**src/mcu_cfg.svh**
```systemverilog
// always-on slice configuration
// address map, register offsets, pin count and interrupt positions
`ifndef MCU_CFG_SVH
`define MCU_CFG_SVH

`define MCU_GPIO_NUM 8
`define MCU_ADDR_W 32
`define MCU_DATA_W 32

// 64 KiB regions, selected by addr[31:16]
`define MCU_GPIO_BASE 32'h2000_0000
`define MCU_PWR_BASE 32'h2001_0000

// gpio register offsets
`define MCU_GPIO_OUT_OFS 8'h00
`define MCU_GPIO_OE_OFS 8'h04
`define MCU_GPIO_IN_OFS 8'h08
`define MCU_GPIO_IEN_OFS 8'h0C
`define MCU_GPIO_IST_OFS 8'h10

// power register offsets
`define MCU_PWR_CTRL_OFS 8'h00
`define MCU_PWR_STAT_OFS 8'h04

// status codes, anything else is a sequence in progress
`define MCU_PWR_ST_ON 0
`define MCU_PWR_ST_OFF 1

// gpio interrupt 0 lands on fast interrupt position 22
`define MCU_IRQ_GPIO_LSB 22

`endif

```
**src/mcu_pkg.sv**
```systemverilog
// shared types for the always-on slice
// OBI request/response, pad controls and power-domain controls
`include "mcu_cfg.svh"

package mcu_pkg;

  // master to slave
  typedef struct packed {
    logic                   req;
    logic                   we;
    logic [`MCU_ADDR_W-1:0] addr;
    logic [`MCU_DATA_W-1:0] wdata;
  } obi_req_t;

  // slave to master, rvalid one cycle after the grant
  typedef struct packed {
    logic                   gnt;
    logic                   rvalid;
    logic                   err;
    logic [`MCU_DATA_W-1:0] rdata;
  } obi_rsp_t;

  typedef struct packed {
    logic o;
    logic oe;
  } pad_t;

  // all active low
  typedef struct packed {
    logic pwrgate_en_n;
    logic isogate_en_n;
    logic rst_n;
    logic clkgate_en_n;
  } pwr_ctrl_t;

endpackage

```
**src/gpio_ctrl.sv**
```systemverilog
// always-on GPIO bank
// output and enable registers, synchronized inputs, rising-edge interrupts
`include "mcu_cfg.svh"

module gpio_ctrl (
  input  logic                                clk_i,
  input  logic                                rst_i,
  input  mcu_pkg::obi_req_t                   req_i,
  output mcu_pkg::obi_rsp_t                   rsp_o,
  input  logic [`MCU_GPIO_NUM-1:0]            gpio_i,
  output mcu_pkg::pad_t [`MCU_GPIO_NUM-1:0]   pad_o,
  output logic [`MCU_GPIO_NUM-1:0]            intr_o
);

  localparam int N = `MCU_GPIO_NUM;

  logic [N-1:0]           out_q;
  logic [N-1:0]           oe_q;
  logic [N-1:0]           ien_q;
  logic [N-1:0]           ist_q;
  logic [N-1:0]           sync_q;
  logic [N-1:0]           in_q;
  logic [N-1:0]           in_prev_q;
  logic [N-1:0]           rise;
  logic [N-1:0]           ist_clr;
  logic                   wr;
  logic [7:0]             ofs;
  logic [`MCU_DATA_W-1:0] rdata_d;
  logic [`MCU_DATA_W-1:0] rdata_q;
  logic                   rvalid_q;

  assign wr      = req_i.req & req_i.we;
  assign ofs     = req_i.addr[7:0];
  assign rise    = in_q & ~in_prev_q;
  assign ist_clr = (wr && ofs == `MCU_GPIO_IST_OFS) ? req_i.wdata[N-1:0] : '0;

  // two-flop synchronizer, then one more stage for edge detect
  always_ff @(posedge clk_i) begin
    if (rst_i) begin
      sync_q    <= '0;
      in_q      <= '0;
      in_prev_q <= '0;
    end else begin
      sync_q    <= gpio_i;
      in_q      <= sync_q;
      in_prev_q <= in_q;
    end
  end

  always_ff @(posedge clk_i) begin
    if (rst_i) begin
      out_q <= '0;
      oe_q  <= '0;
      ien_q <= '0;
      ist_q <= '0;
    end else begin
      if (wr) begin
        case (ofs)
          `MCU_GPIO_OUT_OFS: out_q <= req_i.wdata[N-1:0];
          `MCU_GPIO_OE_OFS:  oe_q <= req_i.wdata[N-1:0];
          `MCU_GPIO_IEN_OFS: ien_q <= req_i.wdata[N-1:0];
          default: ;
        endcase
      end
      // a new edge wins over write-one-to-clear
      ist_q <= (ist_q & ~ist_clr) | (rise & ien_q);
    end
  end

  always_comb begin
    rdata_d = '0;
    case (ofs)
      `MCU_GPIO_OUT_OFS: rdata_d[N-1:0] = out_q;
      `MCU_GPIO_OE_OFS:  rdata_d[N-1:0] = oe_q;
      `MCU_GPIO_IN_OFS:  rdata_d[N-1:0] = in_q;
      `MCU_GPIO_IEN_OFS: rdata_d[N-1:0] = ien_q;
      `MCU_GPIO_IST_OFS: rdata_d[N-1:0] = ist_q;
      default: ;
    endcase
  end

  always_ff @(posedge clk_i) begin
    if (req_i.req) begin
      rdata_q <= rdata_d;
    end
  end

  always_ff @(posedge clk_i) begin
    if (rst_i) begin
      rvalid_q <= 1'b0;
    end else begin
      rvalid_q <= req_i.req;
    end
  end

  // always ready, so grant follows request
  assign rsp_o.gnt    = req_i.req;
  assign rsp_o.rvalid = rvalid_q;
  assign rsp_o.err    = 1'b0;
  assign rsp_o.rdata  = rdata_q;

  always_comb begin
    for (int i = 0; i < N; i++) begin
      pad_o[i].o  = out_q[i];
      pad_o[i].oe = oe_q[i];
    end
  end

  assign intr_o = ist_q & ien_q;

endmodule

```
**src/mcu_top.sv**
```systemverilog
// always-on bus slave slice of the MCU
// bus demux, GPIO bank, power controller and core interrupt vector
`include "mcu_cfg.svh"

module mcu_top (
  input  logic                              clk_i,
  input  logic                              rst_i,
  input  mcu_pkg::obi_req_t                 obi_req_i,
  output mcu_pkg::obi_rsp_t                 obi_rsp_o,
  input  logic [`MCU_GPIO_NUM-1:0]          gpio_i,
  output mcu_pkg::pad_t [`MCU_GPIO_NUM-1:0] gpio_pad_o,
  input  logic                              pwrgate_ack_n_i,
  output mcu_pkg::pwr_ctrl_t                pwr_o,
  output logic [31:0]                       irq_o
);

  mcu_pkg::obi_req_t          gpio_req;
  mcu_pkg::obi_rsp_t          gpio_rsp;
  mcu_pkg::obi_req_t          pwr_req;
  mcu_pkg::obi_rsp_t          pwr_rsp;
  logic [`MCU_GPIO_NUM-1:0]   gpio_intr;

  obi_demux obi_demux_i (
    .clk_i,
    .rst_i,
    .req_i     (obi_req_i),
    .rsp_o     (obi_rsp_o),
    .gpio_req_o(gpio_req),
    .gpio_rsp_i(gpio_rsp),
    .pwr_req_o (pwr_req),
    .pwr_rsp_i (pwr_rsp)
  );

  gpio_ctrl gpio_ctrl_i (
    .clk_i,
    .rst_i,
    .req_i (gpio_req),
    .rsp_o (gpio_rsp),
    .gpio_i(gpio_i),
    .pad_o (gpio_pad_o),
    .intr_o(gpio_intr)
  );

  power_ctrl power_ctrl_i (
    .clk_i,
    .rst_i,
    .req_i          (pwr_req),
    .rsp_o          (pwr_rsp),
    .pwrgate_ack_n_i(pwrgate_ack_n_i),
    .pwr_o          (pwr_o)
  );

  // gpio sits in the fast interrupt field, everything else unused here
  always_comb begin
    irq_o = '0;
    irq_o[`MCU_IRQ_GPIO_LSB+:`MCU_GPIO_NUM] = gpio_intr;
  end

endmodule

```
**src/obi_demux.sv**
```systemverilog
// OBI address demultiplexer for the always-on targets
// routes each request to GPIO or power, answers unmapped addresses with an error
`include "mcu_cfg.svh"

module obi_demux (
  input  logic              clk_i,
  input  logic              rst_i,
  input  mcu_pkg::obi_req_t req_i,
  output mcu_pkg::obi_rsp_t rsp_o,
  output mcu_pkg::obi_req_t gpio_req_o,
  input  mcu_pkg::obi_rsp_t gpio_rsp_i,
  output mcu_pkg::obi_req_t pwr_req_o,
  input  mcu_pkg::obi_rsp_t pwr_rsp_i
);

  localparam logic [`MCU_ADDR_W-1:0] GPIO_BASE = `MCU_GPIO_BASE;
  localparam logic [`MCU_ADDR_W-1:0] PWR_BASE = `MCU_PWR_BASE;

  typedef enum logic [1:0] {
    SEL_NONE,
    SEL_GPIO,
    SEL_PWR,
    SEL_ERR
  } sel_e;

  logic gpio_hit;
  logic pwr_hit;
  logic gnt;
  sel_e sel_d;
  sel_e sel_q;

  assign gpio_hit = req_i.addr[`MCU_ADDR_W-1:16] == GPIO_BASE[`MCU_ADDR_W-1:16];
  assign pwr_hit  = req_i.addr[`MCU_ADDR_W-1:16] == PWR_BASE[`MCU_ADDR_W-1:16];

  always_comb begin
    gpio_req_o     = req_i;
    gpio_req_o.req = req_i.req & gpio_hit;
    pwr_req_o      = req_i;
    pwr_req_o.req  = req_i.req & pwr_hit;
  end

  // unmapped requests are granted here
  always_comb begin
    if (gpio_hit) begin
      gnt = gpio_rsp_i.gnt;
    end else if (pwr_hit) begin
      gnt = pwr_rsp_i.gnt;
    end else begin
      gnt = req_i.req;
    end
  end

  always_comb begin
    sel_d = SEL_NONE;
    if (req_i.req && gnt) begin
      if (gpio_hit) begin
        sel_d = SEL_GPIO;
      end else if (pwr_hit) begin
        sel_d = SEL_PWR;
      end else begin
        sel_d = SEL_ERR;
      end
    end
  end

  // remembers who answers in the next cycle
  always_ff @(posedge clk_i) begin
    if (rst_i) begin
      sel_q <= SEL_NONE;
    end else begin
      sel_q <= sel_d;
    end
  end

  always_comb begin
    rsp_o     = '0;
    rsp_o.gnt = gnt;
    case (sel_q)
      SEL_GPIO: begin
        rsp_o.rvalid = gpio_rsp_i.rvalid;
        rsp_o.err    = gpio_rsp_i.err;
        rsp_o.rdata  = gpio_rsp_i.rdata;
      end
      SEL_PWR: begin
        rsp_o.rvalid = pwr_rsp_i.rvalid;
        rsp_o.err    = pwr_rsp_i.err;
        rsp_o.rdata  = pwr_rsp_i.rdata;
      end
      SEL_ERR: begin
        rsp_o.rvalid = 1'b1;
        rsp_o.err    = 1'b1;
      end
      default: begin
        rsp_o.rvalid = 1'b0;
      end
    endcase
  end

endmodule

```
**src/power_ctrl.sv**
```systemverilog
// power controller for one switchable domain
// sequences clock gate, isolation, reset and power switch against the switch ack
`include "mcu_cfg.svh"

module power_ctrl (
  input  logic               clk_i,
  input  logic               rst_i,
  input  mcu_pkg::obi_req_t  req_i,
  output mcu_pkg::obi_rsp_t  rsp_o,
  input  logic               pwrgate_ack_n_i,
  output mcu_pkg::pwr_ctrl_t pwr_o
);

  typedef enum logic [3:0] {
    ST_ON       = 4'(`MCU_PWR_ST_ON),
    ST_OFF      = 4'(`MCU_PWR_ST_OFF),
    ST_CLK_GATE = 4'd2,
    ST_ISO      = 4'd3,
    ST_RST      = 4'd4,
    ST_SW_OFF   = 4'd5,
    ST_SW_ON    = 4'd6,
    ST_RST_REL  = 4'd7,
    ST_ISO_REL  = 4'd8
  } state_e;

  state_e                 state_d;
  state_e                 state_q;
  mcu_pkg::pwr_ctrl_t     pwr_d;
  mcu_pkg::pwr_ctrl_t     pwr_q;
  logic                   ctrl_q;
  logic                   wr;
  logic [7:0]             ofs;
  logic [`MCU_DATA_W-1:0] rdata_d;
  logic [`MCU_DATA_W-1:0] rdata_q;
  logic                   rvalid_q;

  assign wr  = req_i.req & req_i.we;
  assign ofs = req_i.addr[7:0];

  // requested state, 1 means off
  always_ff @(posedge clk_i) begin
    if (rst_i) begin
      ctrl_q <= 1'b0;
    end else if (wr && ofs == `MCU_PWR_CTRL_OFS) begin
      ctrl_q <= req_i.wdata[0];
    end
  end

  // each state entry changes one control field
  always_comb begin
    state_d = state_q;
    pwr_d   = pwr_q;
    case (state_q)
      ST_ON: begin
        if (ctrl_q) begin
          state_d            = ST_CLK_GATE;
          pwr_d.clkgate_en_n = 1'b0;
        end
      end
      ST_CLK_GATE: begin
        state_d            = ST_ISO;
        pwr_d.isogate_en_n = 1'b0;
      end
      ST_ISO: begin
        state_d     = ST_RST;
        pwr_d.rst_n = 1'b0;
      end
      ST_RST: begin
        state_d            = ST_SW_OFF;
        pwr_d.pwrgate_en_n = 1'b0;
      end
      ST_SW_OFF: begin
        if (!pwrgate_ack_n_i) begin
          state_d = ST_OFF;
        end
      end
      ST_OFF: begin
        if (!ctrl_q) begin
          state_d            = ST_SW_ON;
          pwr_d.pwrgate_en_n = 1'b1;
        end
      end
      // switch must report the domain powered before anything else
      ST_SW_ON: begin
        if (pwrgate_ack_n_i) begin
          state_d     = ST_RST_REL;
          pwr_d.rst_n = 1'b1;
        end
      end
      ST_RST_REL: begin
        state_d            = ST_ISO_REL;
        pwr_d.isogate_en_n = 1'b1;
      end
      ST_ISO_REL: begin
        state_d            = ST_ON;
        pwr_d.clkgate_en_n = 1'b1;
      end
      default: state_d = ST_ON;
    endcase
  end

  always_ff @(posedge clk_i) begin
    if (rst_i) begin
      state_q <= ST_ON;
      pwr_q   <= '1;
    end else begin
      state_q <= state_d;
      pwr_q   <= pwr_d;
    end
  end

  always_comb begin
    rdata_d = '0;
    case (ofs)
      `MCU_PWR_CTRL_OFS: rdata_d[0] = ctrl_q;
      `MCU_PWR_STAT_OFS: rdata_d[3:0] = state_q;
      default: ;
    endcase
  end

  always_ff @(posedge clk_i) begin
    if (req_i.req) begin
      rdata_q <= rdata_d;
    end
  end

  always_ff @(posedge clk_i) begin
    if (rst_i) begin
      rvalid_q <= 1'b0;
    end else begin
      rvalid_q <= req_i.req;
    end
  end

  assign rsp_o.gnt    = req_i.req;
  assign rsp_o.rvalid = rvalid_q;
  assign rsp_o.err    = 1'b0;
  assign rsp_o.rdata  = rdata_q;
  assign pwr_o        = pwr_q;

endmodule

```
**config.mk**
```make
export PLATFORM = sky130hd
export DESIGN_NAME = mcu_top
export DESIGN_NICKNAME = d
export VERILOG_FILES = /design/src/mcu_pkg.sv /design/src/gpio_ctrl.sv /design/src/mcu_top.sv /design/src/obi_demux.sv /design/src/power_ctrl.sv
export VERILOG_INCLUDE_DIRS = /design/src
export SDC_FILE = /design/constraint.sdc
export NUM_CORES = 1
export LEC_CHECK = 0
export BUFFER_PORTS_ARGS = -buffer_cell sky130_fd_sc_hd__buf_2
export CORE_MARGIN = 4
export CORE_UTILIZATION = 48
export CTS_CLUSTER_DIAMETER = 150
export DETAILED_ROUTE_END_ITERATION = 7
export GPL_ROUTABILITY_DRIVEN = 0
export GPL_TIMING_DRIVEN = 0
export PLACE_DENSITY = 0.83
export SLEW_MARGIN = 20
export SYNTH_ARGS = -nofsm -noshare
export SYNTH_HDL_FRONTEND = slang
export SYNTH_SLANG_ARGS = --single-unit
```
**constraint.sdc**
```tcl
create_clock -name clk_i -period 2.2 [get_ports clk_i]
set_input_delay 0.44 -clock clk_i [delete_from_list [all_inputs] [get_ports clk_i]]
set_output_delay 0.44 -clock clk_i [all_outputs]
set_load 0.01 [all_outputs]
```
==> results of run 1 <==
-- routing by layer --
metal	GRT usage (%)	share of wire (%)	vias to the layer above
li1	-	-	1535
met1	22.6	39	1454
met5	0	0	-
met2	33.2	50	136
met3	5.14	9.2	12
met4	6.41	1.0	0
-- registers in the layout, summed over array words and instances, names as in the netlist --
signal / cells
gpio_ctrl_i.ien_q: 8
gpio_ctrl_i.in_prev_q: 8
gpio_ctrl_i.in_q: 8
gpio_ctrl_i.ist_q: 8
gpio_ctrl_i.oe_q: 8
gpio_ctrl_i.out_q: 8
gpio_ctrl_i.rdata_q: 8
gpio_ctrl_i.sync_q: 8
power_ctrl_i.pwr_o: 4
power_ctrl_i.rdata_q: 4
power_ctrl_i.state_q: 4
obi_demux_i.sel_q: 2
gpio_ctrl_i.rvalid_q: 1
power_ctrl_i.ctrl_q: 1
power_ctrl_i.rvalid_q: 1
-- report_power, final --
group	leakage, nW	internal, mW	switching [mW]
Combinational	1.53	0.162	0.177
Clock	0.112	0.594	0.547
Sequential	0.653	1.53	0.0162
-- kinds of logic (layout without fill, tap and decap cells) --
family | count (synthesis) | count (layout)
muxes | 41 | 41
buffers and inverters | 76 | 173
and+or+nand+nor | 146 | 146
other | 1 | 48
AOI/OAI and AO/OA | 40 | 40
DFF | 81 | 81
adders and majority gates | 4 | 4
-- metrics by stage --
step	instances	power (mW)
final	635	3.02
after global routing	635	3.13
after CTS	636	3.02
after detailed placement	620	1.91
after global placement	620	1.90
after floorplan	436	1.80
-- Yosys cell counts (all sizes together) --
| master | instances | area [um2] |
|---|---|---|
| o21bai | 1 | 7.51 |
| or4 | 1 | 7.51 |
| a22o | 1 | 8.76 |
| dfxtp | 69 | 1380 |
| nor3 | 10 | 50.1 |
| and3 | 5 | 31.3 |
| nor2 | 11 | 41.3 |
| nand4 | 2 | 27.5 |
| o41ai | 1 | 8.76 |
| o31ai | 1 | 7.51 |
| and4 | 1 | 10.0 |
| a21oi | 12 | 60.1 |
| o221ai | 8 | 70.1 |
| and2 | 11 | 68.8 |
| nand3b | 8 | 60.1 |
| ha | 4 | 50.1 |
| conb | 1 | 3.75 |
| o32a | 1 | 10.0 |
| nor3b | 1 | 7.51 |
| or4b | 1 | 10.0 |
| nor2b | 35 | 219 |
| a221o | 1 | 10.0 |
| nand2b | 35 | 219 |
| and3b | 2 | 17.5 |
| nand4b | 1 | 8.76 |
| mux2i | 41 | 410 |
| o21ai | 2 | 10.0 |
| nor4 | 4 | 76.3 |
| nand3 | 4 | 20.0 |
| a22oi | 4 | 30.0 |
| a311oi | 7 | 61.3 |
| or3 | 2 | 12.5 |
| buf | 53 | 393 |
| a221oi | 1 | 8.76 |
| inv | 6 | 22.5 |
| clkbuf | 17 | 63.8 |
| and4bb | 1 | 12.5 |
| edfxtp | 12 | 360 |
| nand2 | 11 | 41.3 |
-- path summary, 6_finish.rpt --
| check | to | depth (start not counted) |
|---|---|---|
| setup / recovery | gpio_ctrl_i.oe_q[2]$_SDFFE_PP0P_ | 5 |
| hold / removal | gpio_ctrl_i.ist_q[5]$_SDFF_PP0_ | 2 |
| setup reg to reg | power_ctrl_i.pwr_o[1]$_SDFFE_PP1P_ | 5 |
| hold reg to reg | gpio_ctrl_i.in_q[1]$_SDFF_PP0_ | 1 |
-- layout make-up --
class,instances,area [um2],area share (%)
clock inverters,6,63.8,1.31
clock buffers,10,149,3.07
inverters,6,22.5,0.464
plain buffers,69,453,9.33
well taps,102,128,2.63
flip-flops and latches,81,1740,35.9
repair buffers,82,410,8.46
multi-input cells,279,1890,38.9
-- worst max-delay path, stage by stage --
cell and delay, ps:
buf_2 90, clkbuf_1 600, and3_1 350, nand3_1 520, mux2i_1 370
==> impl_metrics.tcl, run 1 <==
set metrics [dict create \
    cts_htree_levels 3 \
    grt_remaining_overflow 0 \
    synth_top_family_by_area "simple AND/OR/NAND/NOR gates" \
    cts_hold_buf 0 \
    slew_headroom_pct 31.5 \
    vias 3137 \
    cp-startpoint "obi_req_i[34]" \
    hold_path.class "input pin to flip-flop" \
    skew_ps 8.28 \
    die_area_um2 9670 \
    synth_mux_area_share_pct 10.5 \
    crit_fanout 10 \
    root_buffer "clkbuf_8" \
    r2r_start "power_ctrl_i.state_q[1]$_SDFFE_PP0P_" \
    final_core_utilization_pct 61.8 \
    dpl_cell_area_um2 4630 \
    cap_viol_max_count 0 \
    yosysSeqAreaShare_pct 44.4 \
    place_ws_ps -254 \
    grt_pass1_vias 3018 \
    start_util_pct 49.9 \
    arrival_ps 2380 \
    drive_gt1_share_pct 29.8 \
    syn_inst 389 \
    critPathRequiredTime_ps 2450 \
    dieHeight_um 98.4 \
    post_cts_buffers 0 \
    setup_tns_ps 0 \
    clkSinkCount 81 \
    cts_tree "yes" \
    critPathLaunchType "input pin" \
    finalNetCount 609 \
    antenna_cells 0 \
    yosysWarnings 0 \
    synth_simple_gate_area_share_pct 24.0 \
    worst_pin_slew_ps 1020 \
    grt_pass1_wl_um 14800 \
    worst_slack_ps 74.3 \
    synth_area_um2 3920 \
    numCtsBuffers 9 \
    num_io_pins 164 \
    cts_resized 0 \
    max_freq_mhz 470 \
    path_class "input pin to flip-flop" \
    drc_errors 0 \
    synth_compound_area_share_pct 7.47 \
    setup_viol 0 \
    drtIter0Drc 150 \
    drt-pass1-iter-count 4 \
    status "complete, no violations" \
    final_cell_area_um2 4850 \
    row_count 32 \
    period_minus_slack_ps 2130 \
    final_common_cell "buf_2" \
    clk_latency_ps 350 \
    whs_ps 286 \
    fin_crit_sh_pct 96.6 \
    hp-start "obi_req_i[5]" \
    hold_violations 0 \
    routed_wirelength_um 9300 \
    power_density_nw_per_um2 622 \
    rsz0062_at_grt "false" \
    mostFrequentLayoutCells "buf_2 (84), dfxtp_1 (69), buf_4 (49)" \
    ir_drop_v 0.000566 \
    synth-xor-area-share_pct 0 \
    cp-end-kind "flip-flop" \
    grt_util_all_layers_pct 19.0 \
    ant_nets 0 \
    avgSynthCellArea_um2 10.1 \
    p_leak_nw 2.30 \
    synth-seq-cells 81 \
    clk_path_buf_depth 2 \
    r2r_setup_slack_ps 670 \
    clkTransAtPathRegs_ps 80 \
    die-width_um 98.4 \
    syn2layout_area_growth_pct 23.9 \
    viasPerCell 4.94 \
    port_buffers 82 \
    wl_per_cell_um 14.6 \
    core_area_um2 7850 \
    grt_max_degree 15 \
    fill_cells 649 \
    hpwl_um 7030 \
    synth-adder-area-share_pct 1.28 \
    antenna_found_initial 0 \
    maxSlewViolCount 0 \
    yosysUniqueCellTypes 44 \
]
Power figures use the tool's default switching activity.
==> run 2: changes to the inputs <==
CORE_MARGIN = 8   (was 4)
==> run 2 against run 1 <==
Against the previous run: clock power hardly changed; setup slack better by 50 ps; final area is 0.21% higher; clock skew is 3.3 ps lower; highest routed layer unchanged.
==> impl_metrics.tcl, run 2 (same netlist as run 1, synthesis figures left out) <==
set metrics [dict create \
    skew_ps 4.97 \
    multiInputGateArea_um2 1880 \
    clkTransAtPathRegs_ps 80 \
    die_area_um2 11300 \
    setup_tns_ps 0 \
    path_class "flip-flop to output pin" \
    drt-pass1-iter-count 4 \
    grt_max_degree 14 \
    worst_slack_ps 124 \
    arrival_ps 1640 \
    critPathRequiredTime_ps 1760 \
    cts_htree_levels 3 \
    rsz0062_at_grt "false" \
    root_buffer "clkbuf_8" \
    maxSlewViolCount 0 \
    cap_viol_max_count 0 \
    antenna_found_initial 0 \
    final_common_cell "buf_2" \
    grt_pass1_wl_um 15700 \
    ant_nets 0 \
    viasPerCell 4.86 \
    num_io_pins 164 \
    final_core_utilization_pct 60.4 \
    fill_cells 677 \
    register_area_um2 1740 \
    clkSinkCount 81 \
    start_util_pct 48.7 \
    dpl_cell_area_um2 4640 \
    cts_hold_buf 0 \
    status "complete, no violations" \
    grt_pass1_vias 3165 \
    grt_remaining_overflow 0 \
    core_area_um2 8050 \
    period_minus_slack_ps 2080 \
    clk_path_buf_depth 2 \
    p_leak_nw 2.30 \
    setup_viol 0 \
    power_density_nw_per_um2 618 \
    ir_drop_v 0.000480 \
    port_buffers 82 \
    routed_wirelength_um 9890 \
    numCtsBuffers 9 \
    drtIter0Drc 242 \
    drc_errors 0 \
    hold_path.class "input pin to flip-flop" \
    cp-end-kind "output pin" \
    hold_violations 0 \
    fin_crit_sh_pct 94.4 \
    die-width_um 106 \
    final_cell_area_um2 4860 \
    drive_gt1_share_pct 29.6 \
    syn2layout_area_growth_pct 24.1 \
    dieHeight_um 106 \
    row_count 33 \
    place_ws_ps -265 \
    grt_util_all_layers_pct 17.5 \
    mostFrequentLayoutCells "buf_2 (84), dfxtp_1 (69), buf_4 (49)" \
    cts_tree "yes" \
    max_freq_mhz 482 \
    crit_fanout 9 \
    finalNetCount 610 \
    clk_latency_ps 350 \
    hpwl_um 7570 \
    wl_per_cell_um 15.4 \
    critPathLaunchType "flip-flop" \
    whs_ps 297 \
    worst_pin_slew_ps 943 \
    slew_headroom_pct 36.7 \
    vias 3112 \
]
run 2: layer usage:
metal | part of all wire, % | vias up | GRT usage [%] | routed length, um
li1 | - | 1535 | - | -
met1 | 38 | 1433 | 18.5 | 3760
met2 | 50 | 132 | 30.7 | 4960
met3 | 10 | 12 | 6.53 | 1030
met4 | 1.4 | 0 | 7.24 | 134
met5 | 0 | - | 0 | 0
run 2: per-stage QoR:
stage	total power [mW]	cells
after floorplan	1.80	436
after global placement	1.90	623
after detailed placement	1.91	623
after CTS	3.01	639
after global routing	3.13	639
final	3.00	640
run 2: timing repair:
action | in CTS | in global routing
resized for setup | 0 | 1
setup endpoints to repair | 0 | 5
setup buffers | 0 | 0
run 2: where the power goes:
part,switching (mW),internal [mW],total [mW]
Combinational,0.178,0.162,0.340
Sequential,0.0157,1.53,1.54
Clock,0.518,0.606,1.12
Total,0.712,2.29,3.00
run 2: worst paths after layout:
path,start,end,slack (ps),cells after the start
min reg2reg,gpio_ctrl_i.sync_q[2]$_SDFF_PP0_,gpio_ctrl_i.in_q[2]$_SDFF_PP0_,450,1
max reg2reg,power_ctrl_i.state_q[1]$_SDFFE_PP0P_,power_ctrl_i.pwr_o[1]$_SDFFE_PP1P_,710,5
max,obi_demux_i.sel_q[1]$_SDFF_PP0_,obi_rsp_o[33],120,6
min,gpio_i[6],gpio_ctrl_i.sync_q[6]$_SDFF_PP0_,300,2
run 2: cell type report:
type | instances | share of cell area [%]
clock buffers | 13 | 4.14
well taps | 105 | 2.70
inverters | 6 | 0.463
diodes | 1 | 0.0515
repair buffers | 82 | 8.44
flip-flops and latches | 81 | 35.8
plain buffers | 70 | 9.39
clock inverters | 3 | 0.360
multi-input cells | 279 | 38.6
run 2: critical path, cell delays in order, from the launching register on:
cell	delay (ps)
dfxtp_1	370
inv_1	70
ha_1	170
clkbuf_1	170
a221oi_1	300
nor2_1	60
buf_2	140
